--- src/rtl/wh_mem_pkg.sv ---
`default_nettype none

package wh_mem_pkg;

  localparam int flit_width_c = 32;
  localparam int cord_width_c = 8;
  localparam int cid_width_c  = 2;
  localparam int len_width_c  = 4;

  // bits left over above the header fields
  localparam int unused_width_c =
    flit_width_c - 2*cord_width_c - cid_width_c - len_width_c - 1;

  typedef struct packed {
    logic [unused_width_c-1:0] unused;
    logic                      write_not_read;
    logic [cord_width_c-1:0]   src_cord;
    logic [cid_width_c-1:0]    cid;
    logic [len_width_c-1:0]    len;
    logic [cord_width_c-1:0]   dest_cord;
  } wh_header_s;

  // same link word, seen as header or as address/data
  typedef union packed {
    wh_header_s              hdr;
    logic [flit_width_c-1:0] raw;
  } wh_flit_u;

  typedef struct packed {
    logic     v;
    logic     ready_and_rev;
    wh_flit_u data;
  } wh_link_s;

  typedef enum logic {
    concentrated = 1'b0, // two cache rows per link
    spread       = 1'b1  // one endpoint per link
  } hash_mode_e;

endpackage

`default_nettype wire
--- src/rtl/wh_mem_cfg.sv ---
`timescale 1ns/100ps
`default_nettype none

module wh_mem_cfg
  import wh_mem_pkg::*;
#(
  parameter int block_len_p = 4
) (
  input  logic        clk_i,
  input  logic        reset_i,

  input  logic        cfg_we_i,
  input  hash_mode_e  cfg_mode_i,
  input  logic        cfg_clr_i,

  input  logic        idle_i,
  input  logic        wr_done_i,
  input  logic        rd_done_i,
  input  logic        len_err_i,

  output hash_mode_e  mode_o,
  output logic [15:0] stat_writes_o,
  output logic [15:0] stat_reads_o,
  output logic        len_err_o
);

  hash_mode_e pending_r;
  hash_mode_e pending_n;
  logic       done;

  assign pending_n = cfg_we_i ? cfg_mode_i : pending_r;
  assign done      = wr_done_i | rd_done_i;

  always_ff @(posedge clk_i) begin
    if (reset_i) begin
      pending_r <= concentrated;
      mode_o    <= concentrated;
    end else begin
      pending_r <= pending_n;
      if (idle_i) begin
        mode_o <= pending_n; // never switch inside a block
      end
    end
  end

  always_ff @(posedge clk_i) begin
    if (reset_i || cfg_clr_i) begin
      stat_writes_o <= '0;
      stat_reads_o  <= '0;
      len_err_o     <= 1'b0;
    end else begin
      if (wr_done_i && (stat_writes_o != '1)) begin
        stat_writes_o <= stat_writes_o + 1'b1;
      end
      if (rd_done_i && (stat_reads_o != '1)) begin
        stat_reads_o <= stat_reads_o + 1'b1;
      end
      if (len_err_i) begin
        len_err_o <= 1'b1; // sticky
      end
    end
  end

  a_mode_idle: assert property (@(posedge clk_i) disable iff (reset_i)
    !idle_i |=> $stable(mode_o));

  // header, address and a full block lie between two completions
  a_done_gap: assert property (@(posedge clk_i) disable iff (reset_i)
    done |=> !done [*(block_len_p+1)]);

endmodule

`default_nettype wire

--- config.mk ---
export PLATFORM = sky130hd
export DESIGN_NAME = wh_mem_cfg
export DESIGN_NICKNAME = d
export VERILOG_FILES = /design/src/rtl/wh_mem_pkg.sv /design/src/rtl/wh_mem_cfg.sv
export SDC_FILE = /design/constraint.sdc
export NUM_CORES = 1
export LEC_CHECK = 0
export BUFFER_PORTS_ARGS = -buffer_cell sky130_fd_sc_hd__buf_2
export CAP_MARGIN = 10
export CORE_MARGIN = 4
export CORE_UTILIZATION = 40
export DETAILED_ROUTE_END_ITERATION = 6
export GPL_TIMING_DRIVEN = 0
export SLEW_MARGIN = 20
export SYNTH_ARGS = -nofsm -noshare
export SYNTH_HDL_FRONTEND = slang
export SYNTH_SLANG_ARGS = --single-unit
--- constraint.sdc ---
create_clock -name clk_i -period 2.6 [get_ports clk_i]
set_clock_uncertainty 0.2 [all_clocks]
set_input_delay 0.52 -clock clk_i [delete_from_list [all_inputs] [get_ports clk_i]]
set_output_delay 0.52 -clock clk_i [all_outputs]
set_load 0.01 [all_outputs]
==> metrics.md <==
| Metric | Value |
|---|---|
| Outcome | complete, no violations |
| Vias | 1751 |
| Syn Inst Count | 200 |
| Seq/Total Area, Yosys | between 30% and 40% |
| Final-report setup violation count | 0 |
| Cell Area, Synth | 1800 um^2 |
| Top Metal Used | met4 |
| Antenna Nets Post-Route | 0 |
| Clock share of power | between 40% and 50% |
| Max-cap violations | 0 |
| CTS clk-pin slew, worst paths | roughly 0.07 ns |
| Crit Path Category | register to register |
| R2R Path Start | stat_reads_o[0] |
| Root Buffer | clkbuf_8 |
| Psw | between 200 and 250 uW |
| Power per cell area | 478 nW/um^2 |
| Post-DP Area | 2070 um^2 |
| IO Port Bufs | between 40 and 50 |
| Final instance area | 2170 um^2 |
| Initial Util | 41.3% |
| Total track usage | 17.5% |
| Sequential share of power | between 50 and 60% |
| DP HPWL | approximately 3200 um |
| Part of the cycle the worst path needs | around three quarters |
| Layout cells sized above 1 | 25.7% |
| Endpoint, Worst Hold | mode_o |
| Vias in the first global route | between 1500 and 2000 |
| Met2 wire length | 1920 um |
| Yosys warnings | 0 |
| Area Growth Syn to Fin | 20.6% |
| HP Class | primary input to register |
| Actual slew at the worst max-slew pin | 0.652 ns |
| Largest stage delay on the critical path | 0.56 ns |
| Largest net degree at the start of global routing | 11 |
| WL per Instance | 15.3 um |
| Hold_sp | idle_i |
| Peak VDD IR | 0.000210 V |
| Req. time, crit path | 2.56 ns |
| Metal-1 WL | between 2000 and 2500 um |
| Die Area | roughly 5600 um^2 |
| CTS Hold Buffers Added | 0 |
| P_int | 799 uW |
| Final worst setup slack | slightly above 0.6 ns |
| Mean post-synth cell area | 8.98 um^2 |
| CTS Buf Count | 5 |
| RePlAce Congestion | about 0.8 |
| Flops & latches, synth | 35 |
| CP Cell Sequence | ha_1, nand3_1, nor4_4, or3_1, a21oi_1 |
| Worst hold slack | 0.212 ns |
| Die Height | 75.0 um |
| Setup TNS | 0 ns |
| CORE AREA | 4350 um^2 |
| Final core occ | between 40% and 50% |
| Critical-path top delay cell | nor4_4 |
| Net Count, Synth | 211 |
| Slew HR | 56.4% |
| CP endpoint kind | register |
| Vias per cell | 5.82 |
| Largest area contributor in the netlist | dfxtp_1 |
| Period minus WS final | 1.98 ns |
| CTS tree | yes |
| Num Clock Sinks | 35 |
| Final wirelength | 4590 um |
| Ranking of synthesized cells by area | dfxtp_1, a21oi_1, nand4_1, o21ai_0, or3_1 |
| Starting DRT DRC Count | 113 |
| Max-slew violation count | 0 |
| Place WS | 0.489 ns |
| Worst Hold Path Cells | 2 |
| Worst r2r dst | stat_reads_o[3] |
| Logic pwr share | 4.1% |
| Leakage | slightly below 0.0009 uW |
| Final net count | 259 |
| WP data arrival | 1.94 ns |
| Clock buffer depth | 2 |
| Fmax | 0.504 GHz |
| H-tree levels | 2 |
| Worst R2R Setup Slack | ~0.62 ns |
| Final hold violation count | 0 |
| Postcts setup bufs | 0 |
| Met3 Routed Length | 220 um |
| Die W | 75.0 um |
| Pre-antenna DRT Iters | 4 |
| Later-pin clock latency in the skew report | 0.30 ns |
| Row count | 24 |
| Global-route wire length before repair | ~7600 um |
| Drc violations | 0 |
| CP startpoint kind | register |
| I/O pin count | 43 |
| Reg2Reg Depth | 5 |
| CP max FO | 10 |
| Diodes inserted | 0 |
| Synth top area share | 39.0% |
| RSZ-0062 raised after global routing | false |
| GR Overflow Total | 0 |
| Switch share | between 20% and 30% |
| Initial antenna violation count | 0 |
| Cts repair resizes | 0 |
| Synth unique cells | 45 |
==> stage by stage <==
stage	cells	total power, uW
2_1_floorplan	200	579
3_3_place_gp	293	600
3_5_place_dp	293	600
4_1_cts	301	1050
5_1_grt	301	1060
6_report	301	1040
==> cell usage after synthesis, drive strengths merged <==
master         n
a21oi         15
nand4         15
and2           1
a31oi          7
and3           2
o211a          1
nor4           5
ha             2
nand2         13
clkbuf         2
a41o           1
o41ai          3
o31a           1
a311oi         1
xnor2          2
or2            1
nand3         12
dfxtp         35
mux2i          2
nor3           6
xor2           2
a2111oi        1
or4            5
and4           8
o311ai         1
or3           10
dlymetal6s2s   1
o211ai         1
a211oi         5
o21ai         13
buf            2
inv            3
o31ai          4
nor2          15
o21a           2
==> metal layers <==
layer | vias up | GRT usage, %
met3 | 6 | 4.54
met5 | - | 0
met4 | 0 | 5.93
met1 | 817 | 25.9
li1 | 887 | -
met2 | 41 | 24.3
==> worst max-delay path, delay by kind of cell, from the launching register on <==
kind / cells / cell delay [ns]
AO/OA/AOI/OAI: 1 / 0.06
flip-flops: 1 / 0.40
adder cells (fa/ha/maj): 1 / 0.23
AND/OR/NAND/NOR: 3 / 0.96
==> logic make-up after synthesis <==
| logic type | after synthesis | share of synthesized area [%] |
|---|---|---|
| XOR/XNOR | 4 | 1.95 |
| AO/OA/AOI/OAI | 56 | 20.9 |
| adder cells (fa/ha/maj) | 2 | 1.39 |
| multiplexers | 2 | 1.11 |
| flip-flops | 35 | 39.0 |
| AND/OR/NAND/NOR | 93 | 33.2 |
| buffers and inverters | 8 | 2.44 |
==> power groups by stage <==
stage          logic (uW)  registers, uW  clock network (uW)
3_3_place_gp         42.9            557                   0
4_1_cts              43.1            545                 461
6_report             42.3            545                 449
3_5_place_dp         43.2            557                   0
2_1_floorplan        21.3            558                   0
5_1_grt              48.2            545                 471
==> registers in the layout, summed over array words and instances (netlist names) <==
register	cells
len_err_o	1
mode_o	1
pending_r	1
stat_reads_o	16
stat_writes_o	16
==> final cells by class <==
type	count	area, um^2
Buffer	5	32.5
Clock buffer	8	100
Fill cell	409	2190
Inverter	3	11.3
Multi-Input combinational cell	157	1050
Sequential cell	35	701
Tap cell	52	65.1
Timing Repair Buffer	41	205
==> cell usage in the layout (no fill, tap or decap), types with 2 or more instances in the layout <==
cell | Yosys | layout
buf_2 | 1 | 42
nor2_1 | 15 | 15
mux2i_1 | 2 | 2
nor3_1 | 6 | 6
clkbuf_8 | 0 | 7
ha_1 | 2 | 2
nand4_1 | 12 | 12
or3_1 | 10 | 10
o21ai_0 | 13 | 13
nand4_2 | 2 | 2
nor4_1 | 2 | 2
and4_1 | 5 | 5
xnor2_1 | 2 | 2
inv_1 | 3 | 3
a21oi_1 | 15 | 15
clkbuf_1 | 2 | 3
o31ai_1 | 4 | 4
xor2_1 | 2 | 2
and3_1 | 2 | 2
dfxtp_1 | 35 | 35
a211oi_1 | 4 | 4
o21a_1 | 2 | 2
and4_2 | 2 | 2
a31oi_1 | 7 | 7
nor4_4 | 2 | 2
or4_1 | 5 | 5
o41ai_2 | 2 | 2
nand2_1 | 13 | 13
nand3_1 | 11 | 11
==> worst max-delay path by stage <==
stage / from / endpoint / slack [ns]
finish: stat_reads_o[0] / stat_reads_o[3] / 0.62
CTS: stat_reads_o[0] / stat_reads_o[5] / 0.61
global placement: rd_done_i / stat_reads_o[14] / 0.49
detailed placement: rd_done_i / stat_reads_o[14] / 0.49
global route: stat_reads_o[0] / stat_reads_o[0] / 0.37
floorplan: stat_reads_o[0] / stat_reads_o[1] / 0.76
(Power assumes the default switching activity.)
