[src/rtl/wh_mem_pkg.sv]
`default_nettype none

package wh_mem_pkg;

  localparam int flit_width_c = 32;
  localparam int cord_width_c = 8;
  localparam int cid_width_c  = 2;
  localparam int len_width_c  = 4;

  // bits left over above the header fields
  localparam int unused_width_c =
    flit_width_c - 2*cord_width_c - cid_width_c - len_width_c - 1;

  typedef struct packed {
    logic [unused_width_c-1:0] unused;
    logic                      write_not_read;
    logic [cord_width_c-1:0]   src_cord;
    logic [cid_width_c-1:0]    cid;
    logic [len_width_c-1:0]    len;
    logic [cord_width_c-1:0]   dest_cord;
  } wh_header_s;

  // same link word, seen as header or as address/data
  typedef union packed {
    wh_header_s              hdr;
    logic [flit_width_c-1:0] raw;
  } wh_flit_u;

  typedef struct packed {
    logic     v;
    logic     ready_and_rev;
    wh_flit_u data;
  } wh_link_s;

  typedef enum logic {
    concentrated = 1'b0, // two cache rows per link
    spread       = 1'b1  // one endpoint per link
  } hash_mode_e;

endpackage

`default_nettype wire
[src/rtl/wh_mem_ctrl.sv]
`timescale 1ns/100ps
`default_nettype none

module wh_mem_ctrl
  import wh_mem_pkg::*;
#(
  parameter int block_len_p = 4,
  localparam int beat_width_lp = $clog2(block_len_p)
) (
  input  logic                     clk_i,
  input  logic                     reset_i,

  input  wh_link_s                 link_i,
  output wh_link_s                 link_o,

  input  logic [flit_width_c-1:0]  rd_data_i,
  output logic                     mem_we_o,
  output logic [beat_width_lp-1:0] beat_o,
  output logic [cord_width_c-1:0]  src_cord_o,
  output logic [cid_width_c-1:0]   cid_o,
  output logic [flit_width_c-1:0]  addr_o,

  output logic                     wr_done_o,
  output logic                     rd_done_o,
  output logic                     len_err_o,
  output logic                     idle_o
);

  typedef enum logic [2:0] {
    s_reset,
    s_ready,
    s_addr,
    s_evict_data,
    s_fill_header,
    s_fill_data
  } state_e;

  state_e state_r;
  state_e state_n;

  logic                     write_not_read_r;
  logic [cord_width_c-1:0]  src_cord_r;
  logic [cid_width_c-1:0]   cid_r;
  logic [flit_width_c-1:0]  addr_r;
  logic [beat_width_lp-1:0] beat_r;

  logic     in_hs;
  logic     out_hs;
  logic     last_beat;
  logic     beat_up;
  wh_flit_u ret_hdr;

  assign in_hs     = link_i.v & link_o.ready_and_rev;
  assign out_hs    = link_o.v & link_i.ready_and_rev;
  assign last_beat = (beat_r == beat_width_lp'(block_len_p - 1));

  // reply header goes back to the requester
  always_comb begin
    ret_hdr               = '0;
    ret_hdr.hdr.dest_cord = src_cord_r;
    ret_hdr.hdr.cid       = cid_r;
    ret_hdr.hdr.len       = len_width_c'(block_len_p);
  end

  always_comb begin
    link_o  = '0;
    state_n = state_r;

    case (state_r)
      s_reset: begin
        state_n = s_ready;
      end

      s_ready: begin
        link_o.ready_and_rev = 1'b1;
        if (link_i.v) begin
          state_n = s_addr;
        end
      end

      s_addr: begin
        link_o.ready_and_rev = 1'b1;
        if (link_i.v) begin
          state_n = write_not_read_r ? s_evict_data : s_fill_header;
        end
      end

      s_evict_data: begin
        link_o.ready_and_rev = 1'b1;
        if (link_i.v && last_beat) begin
          state_n = s_ready;
        end
      end

      s_fill_header: begin
        link_o.v    = 1'b1;
        link_o.data = ret_hdr;
        if (link_i.ready_and_rev) begin
          state_n = s_fill_data;
        end
      end

      s_fill_data: begin
        link_o.v        = 1'b1;
        link_o.data.raw = rd_data_i; // bank read is combinational
        if (link_i.ready_and_rev && last_beat) begin
          state_n = s_ready;
        end
      end

      default: begin
        state_n = s_ready;
      end
    endcase
  end

  assign mem_we_o = (state_r == s_evict_data) & in_hs;
  assign beat_up  = mem_we_o | ((state_r == s_fill_data) & out_hs);

  assign wr_done_o = mem_we_o & last_beat;
  assign rd_done_o = (state_r == s_fill_data) & out_hs & last_beat;
  assign len_err_o = (state_r == s_ready) & in_hs
                   & (link_i.data.hdr.len != len_width_c'(block_len_p));
  assign idle_o    = (state_r == s_ready);

  assign beat_o     = beat_r;
  assign src_cord_o = src_cord_r;
  assign cid_o      = cid_r;
  assign addr_o     = addr_r;

  always_ff @(posedge clk_i) begin
    if (reset_i) begin
      state_r <= s_reset;
      beat_r  <= '0;
    end else begin
      state_r <= state_n;
      if (beat_up) begin
        beat_r <= last_beat ? '0 : beat_r + 1'b1;
      end
    end
  end

  // request fields, held for the whole block
  always_ff @(posedge clk_i) begin
    if ((state_r == s_ready) && in_hs) begin
      write_not_read_r <= link_i.data.hdr.write_not_read;
      src_cord_r       <= link_i.data.hdr.src_cord;
      cid_r            <= link_i.data.hdr.cid;
    end
    if ((state_r == s_addr) && in_hs) begin
      addr_r <= link_i.data.raw;
    end
  end

  // a stalled flit must not move, including the bank read behind it
  a_out_hold: assert property (@(posedge clk_i) disable iff (reset_i)
    link_o.v && !link_i.ready_and_rev |=> link_o.v && $stable(link_o.data));

  // evict beats only follow a write header
  a_we_state: assert property (@(posedge clk_i) disable iff (reset_i)
    mem_we_o |-> write_not_read_r);

endmodule

`default_nettype wire

[config.mk]
export PLATFORM = sky130hd
export DESIGN_NAME = wh_mem_ctrl
export DESIGN_NICKNAME = d
export VERILOG_FILES = /design/src/rtl/wh_mem_pkg.sv /design/src/rtl/wh_mem_ctrl.sv
export SDC_FILE = /design/constraint.sdc
export NUM_CORES = 1
export LEC_CHECK = 0
export BUFFER_PORTS_ARGS = -buffer_cell sky130_fd_sc_hd__buf_2
export CORE_ASPECT_RATIO = 1.1
export CORE_UTILIZATION = 25
export CTS_BUF_LIST = sky130_fd_sc_hd__clkbuf_8
export DETAILED_ROUTE_END_ITERATION = 10
export MAX_ROUTING_LAYER = met4
export PLACE_DENSITY = 0.67
export SLEW_MARGIN = 5
export SYNTH_ARGS = -nofsm -noshare
export SYNTH_HDL_FRONTEND = slang
export SYNTH_SLANG_ARGS = --single-unit
[constraint.sdc]
create_clock -name clk_i -period 7 [get_ports clk_i]
set_input_delay 1.4 -clock clk_i [delete_from_list [all_inputs] [get_ports clk_i]]
set_output_delay 1.4 -clock clk_i [all_outputs]
set_load 0.05 [all_outputs]
==> impl_results.md <==
* Critical path buffer and inverter count at 3
* P&R area growth vs syn at 47.7%
* Placed cell area at 2840 um^2
* Final instance area at 2920 um^2
* Pleak at 0.00143 uW
* Worst-path clk slew at 90 ps
* PwrDens at 199 nW/um^2
* Share of flip-flops with an asynchronous set or reset at 0%
* Synth Register Bits at 48
* Mapped Cells at 140
* Initial antenna violation count at 0
* Setup CP Type: input port to primary output
* # clock sinks at 48
* Most frequent cells in the layout: buf_2 (150), edfxtp_1 (43), and3_1 (21)
* Startpoint types: input port
* Non-Filler Instances at 394
* Synth Area in XOR/XNOR at 0%
* Most used cell, CP: buf_2
* Fin crit share at 55.5%
* Maximum clock rate at about 0.26 GHz
* Post-Synth Simple-Gate Area at 15.5%
* Nets at between 300 and 400
* Yosys warning count at 0
* Worst setup EP type: primary output
* Top FF cell, synth: edfxtp_1
* Final Hold Fails at 0
* EDFF count, synth at 43
* Global-route wire length before repair at between 7 and 8 mm
* Setup TNS at 0 ps
* DRT antenna net count at 0
* # diodes at 0
* Largest stage delay, worst path at 250 ps
* Syn nets at approximately 210
* Via/cell ratio at 4.33
* DP Worst Slack at 3120 ps
* H-tree level count at 2
* Drt drc at 0
* Met3 WL post-DR at a little over 400 um
* Die W at approximately 87 um
* Clk_lat worst skew at 290 ps
* Post-CTS Setup Bufs at 0
* Worst Setup Slack, final at 3120 ps
* Die height at 95.3 um
* Cell Rows at 33
* Initial Util at 26.2%
* Worst slew margin at 40.1%
* Max-slew violations at 0
* Post-CTS resize count at 0
* Root buffer cell: clkbuf_8
* Crit path max-delay cell type: buf_4
* Routability congestion estimate at 0.748
* Period minus WS final at 3880 ps
* Io pins at 151
* Final setup viols at 0
* Synth unique cells at 32
* Vias in the first global route at 1,520
* Port Buffers at 150
* Worst-margin pin slew at about 900 ps
* Status: finished, final reports clean
* RSZ-0062 raised after global routing: no
* Gr usage total at 11.7%
* Maximum vdd drop at approximately 0.00009 V
* Core box area at 7560 um^2
* Setup Skew at about 7.7 ps
* Post-Syn Area per Cell at 14.1 um^2
* Post-Synth Adder-Cell Area at 0.632%
* Uppermost layer routed: met4
* Pre-Repair DR Iteration Count at 6
* Clk buf depth at 2
* CTS tree: built
* Largest family of logic cells by synthesized area: simple AND/OR/NAND/NOR gates
* Routed vias at roughly 1,700
* Layout fillers at between 700 and 800
* DR iter-0 viols at 43
* Post-Route M1 WL at 2.12 mm
* Max Cap Viol at 0
* CP arrival at approximately 2500 ps
* CP top delay family: buffers and inverters
* Complex-gate fraction of the synthesized area at 4.11%
* Largest net degree at the start of global routing at 48
* Met2 wire length at 2.51 mm
* Total Die Area at between 8000 and 9000 um^2
* Mapped Area at 1980 um^2
* Post-synthesis sequential area ratio at between 70% and 80%
* Wirelength per Cell at around 13 um
* Min-delay worst type: register to register
* Overflow after GRT at 0
* Final WL at 5.08 mm
* Ratio of cells with drive above 1 in the final layout at 57.1%
* Data required, critical path at between 5000 and 6000 ps
* Placed cells at roughly 390
* Hold_buf cts at 0
* CP Max Fanout at 12
* Critical-path cell list: buf_2 -> nand2_1 -> nor3_2 -> buf_4 -> o41a_1 -> buf_2
* Num CTS Buffers at 5
* Leading cell type in the layout, fill and taps excluded: buf_2
* DP Wirelength at 3.73 mm
* Post-synthesis mux area share at ~5.6%
synth_stat cells (2+ instances only):
cell / instances / area [um^2]
nor2_1: 13 / 48.8
a21oi_1: 4 / 20.0
nor3_1: 4 / 20.0
mux2i_1: 11 / 110
and3_1: 21 / 131
edfxtp_1: 43 / 1290
dfxtp_1: 5 / 100
nand3_1: 2 / 10.0
clkbuf_1: 5 / 18.8
and4b_4: 2 / 27.5
nand2_1: 2 / 7.51
inv_1: 4 / 15.0
o21ai_0: 2 / 10.0
buf_2: 4 / 20.0
worst min-delay path, delay by kind of cell, from the launching register on:
kind,cells,cell delay [ps]
AO/OA/AOI/OAI,1,70
buffers and inverters,1,60
flip-flops,1,350
final cells by class:
class                      count  area [um^2]  share of cell area [%]
clock inverter                 3         15.0                   0.513
inverter                       5         18.8                   0.642
tap                          105          131                    4.49
clock buffer                   5         68.8                    2.35
multi-input combinational     76          532                    18.2
sequential                    48         1390                    47.6
timing repair buffer         152          766                    26.2
sequential cells by signal (all words and copies together), names as in the netlist:
register          count
src_cord_o            8
write_not_read_r      1
cid_o                 2
addr_o               32
state_r               3
beat_o                2
logic make-up after synthesis:
group | count (synthesis)
AO/OA/AOI/OAI | 12
buffers and inverters | 16
AND/OR/NAND/NOR | 52
multiplexers | 11
flip-flops | 48
adder cells (fa/ha/maj) | 1
power by group:
part / total, uW / internal (uW) / switching (uW)
Sequential: 334 / 322 / 12.5
Combinational: 87.4 / 30.5 / 56.9
Clock: 159 / 68.0 / 90.9
Total: 581 / 420 / 160
metrics by stage:
step | utilization [%] | total power [uW] | hold slack, ps
floorplan | - | 394 | 592
global placement | 37.6 | 428 | 482
detailed placement | 37.6 | 429 | 494
CTS | 38.7 | 589 | 510
global route | 38.7 | 606 | 549
finish | 38.7 | 581 | 507
final timing paths:
path | from | endpoint | slack, ps | cells after the start
worst max-delay path | link_i[33] | len_err_o | 3120 | 6
worst min-delay path | beat_o[0] | beat_o[0] | 510 | 2
worst max register to register | state_r[2] | state_r[2] | 5090 | 4
worst min register to register | beat_o[0] | beat_o[0] | 510 | 2
metal layers:
| metal | GRT usage (%) | vias to the layer above |
|---|---|---|
| li1 | - | 823 |
| met1 | 13.1 | 765 |
| met4 | 4.17 | 0 |
| met3 | 2.25 | 4 |
| met5 | - | - |
| met2 | 20.9 | 113 |
Note: power is estimated with default switching activity, not from simulation.
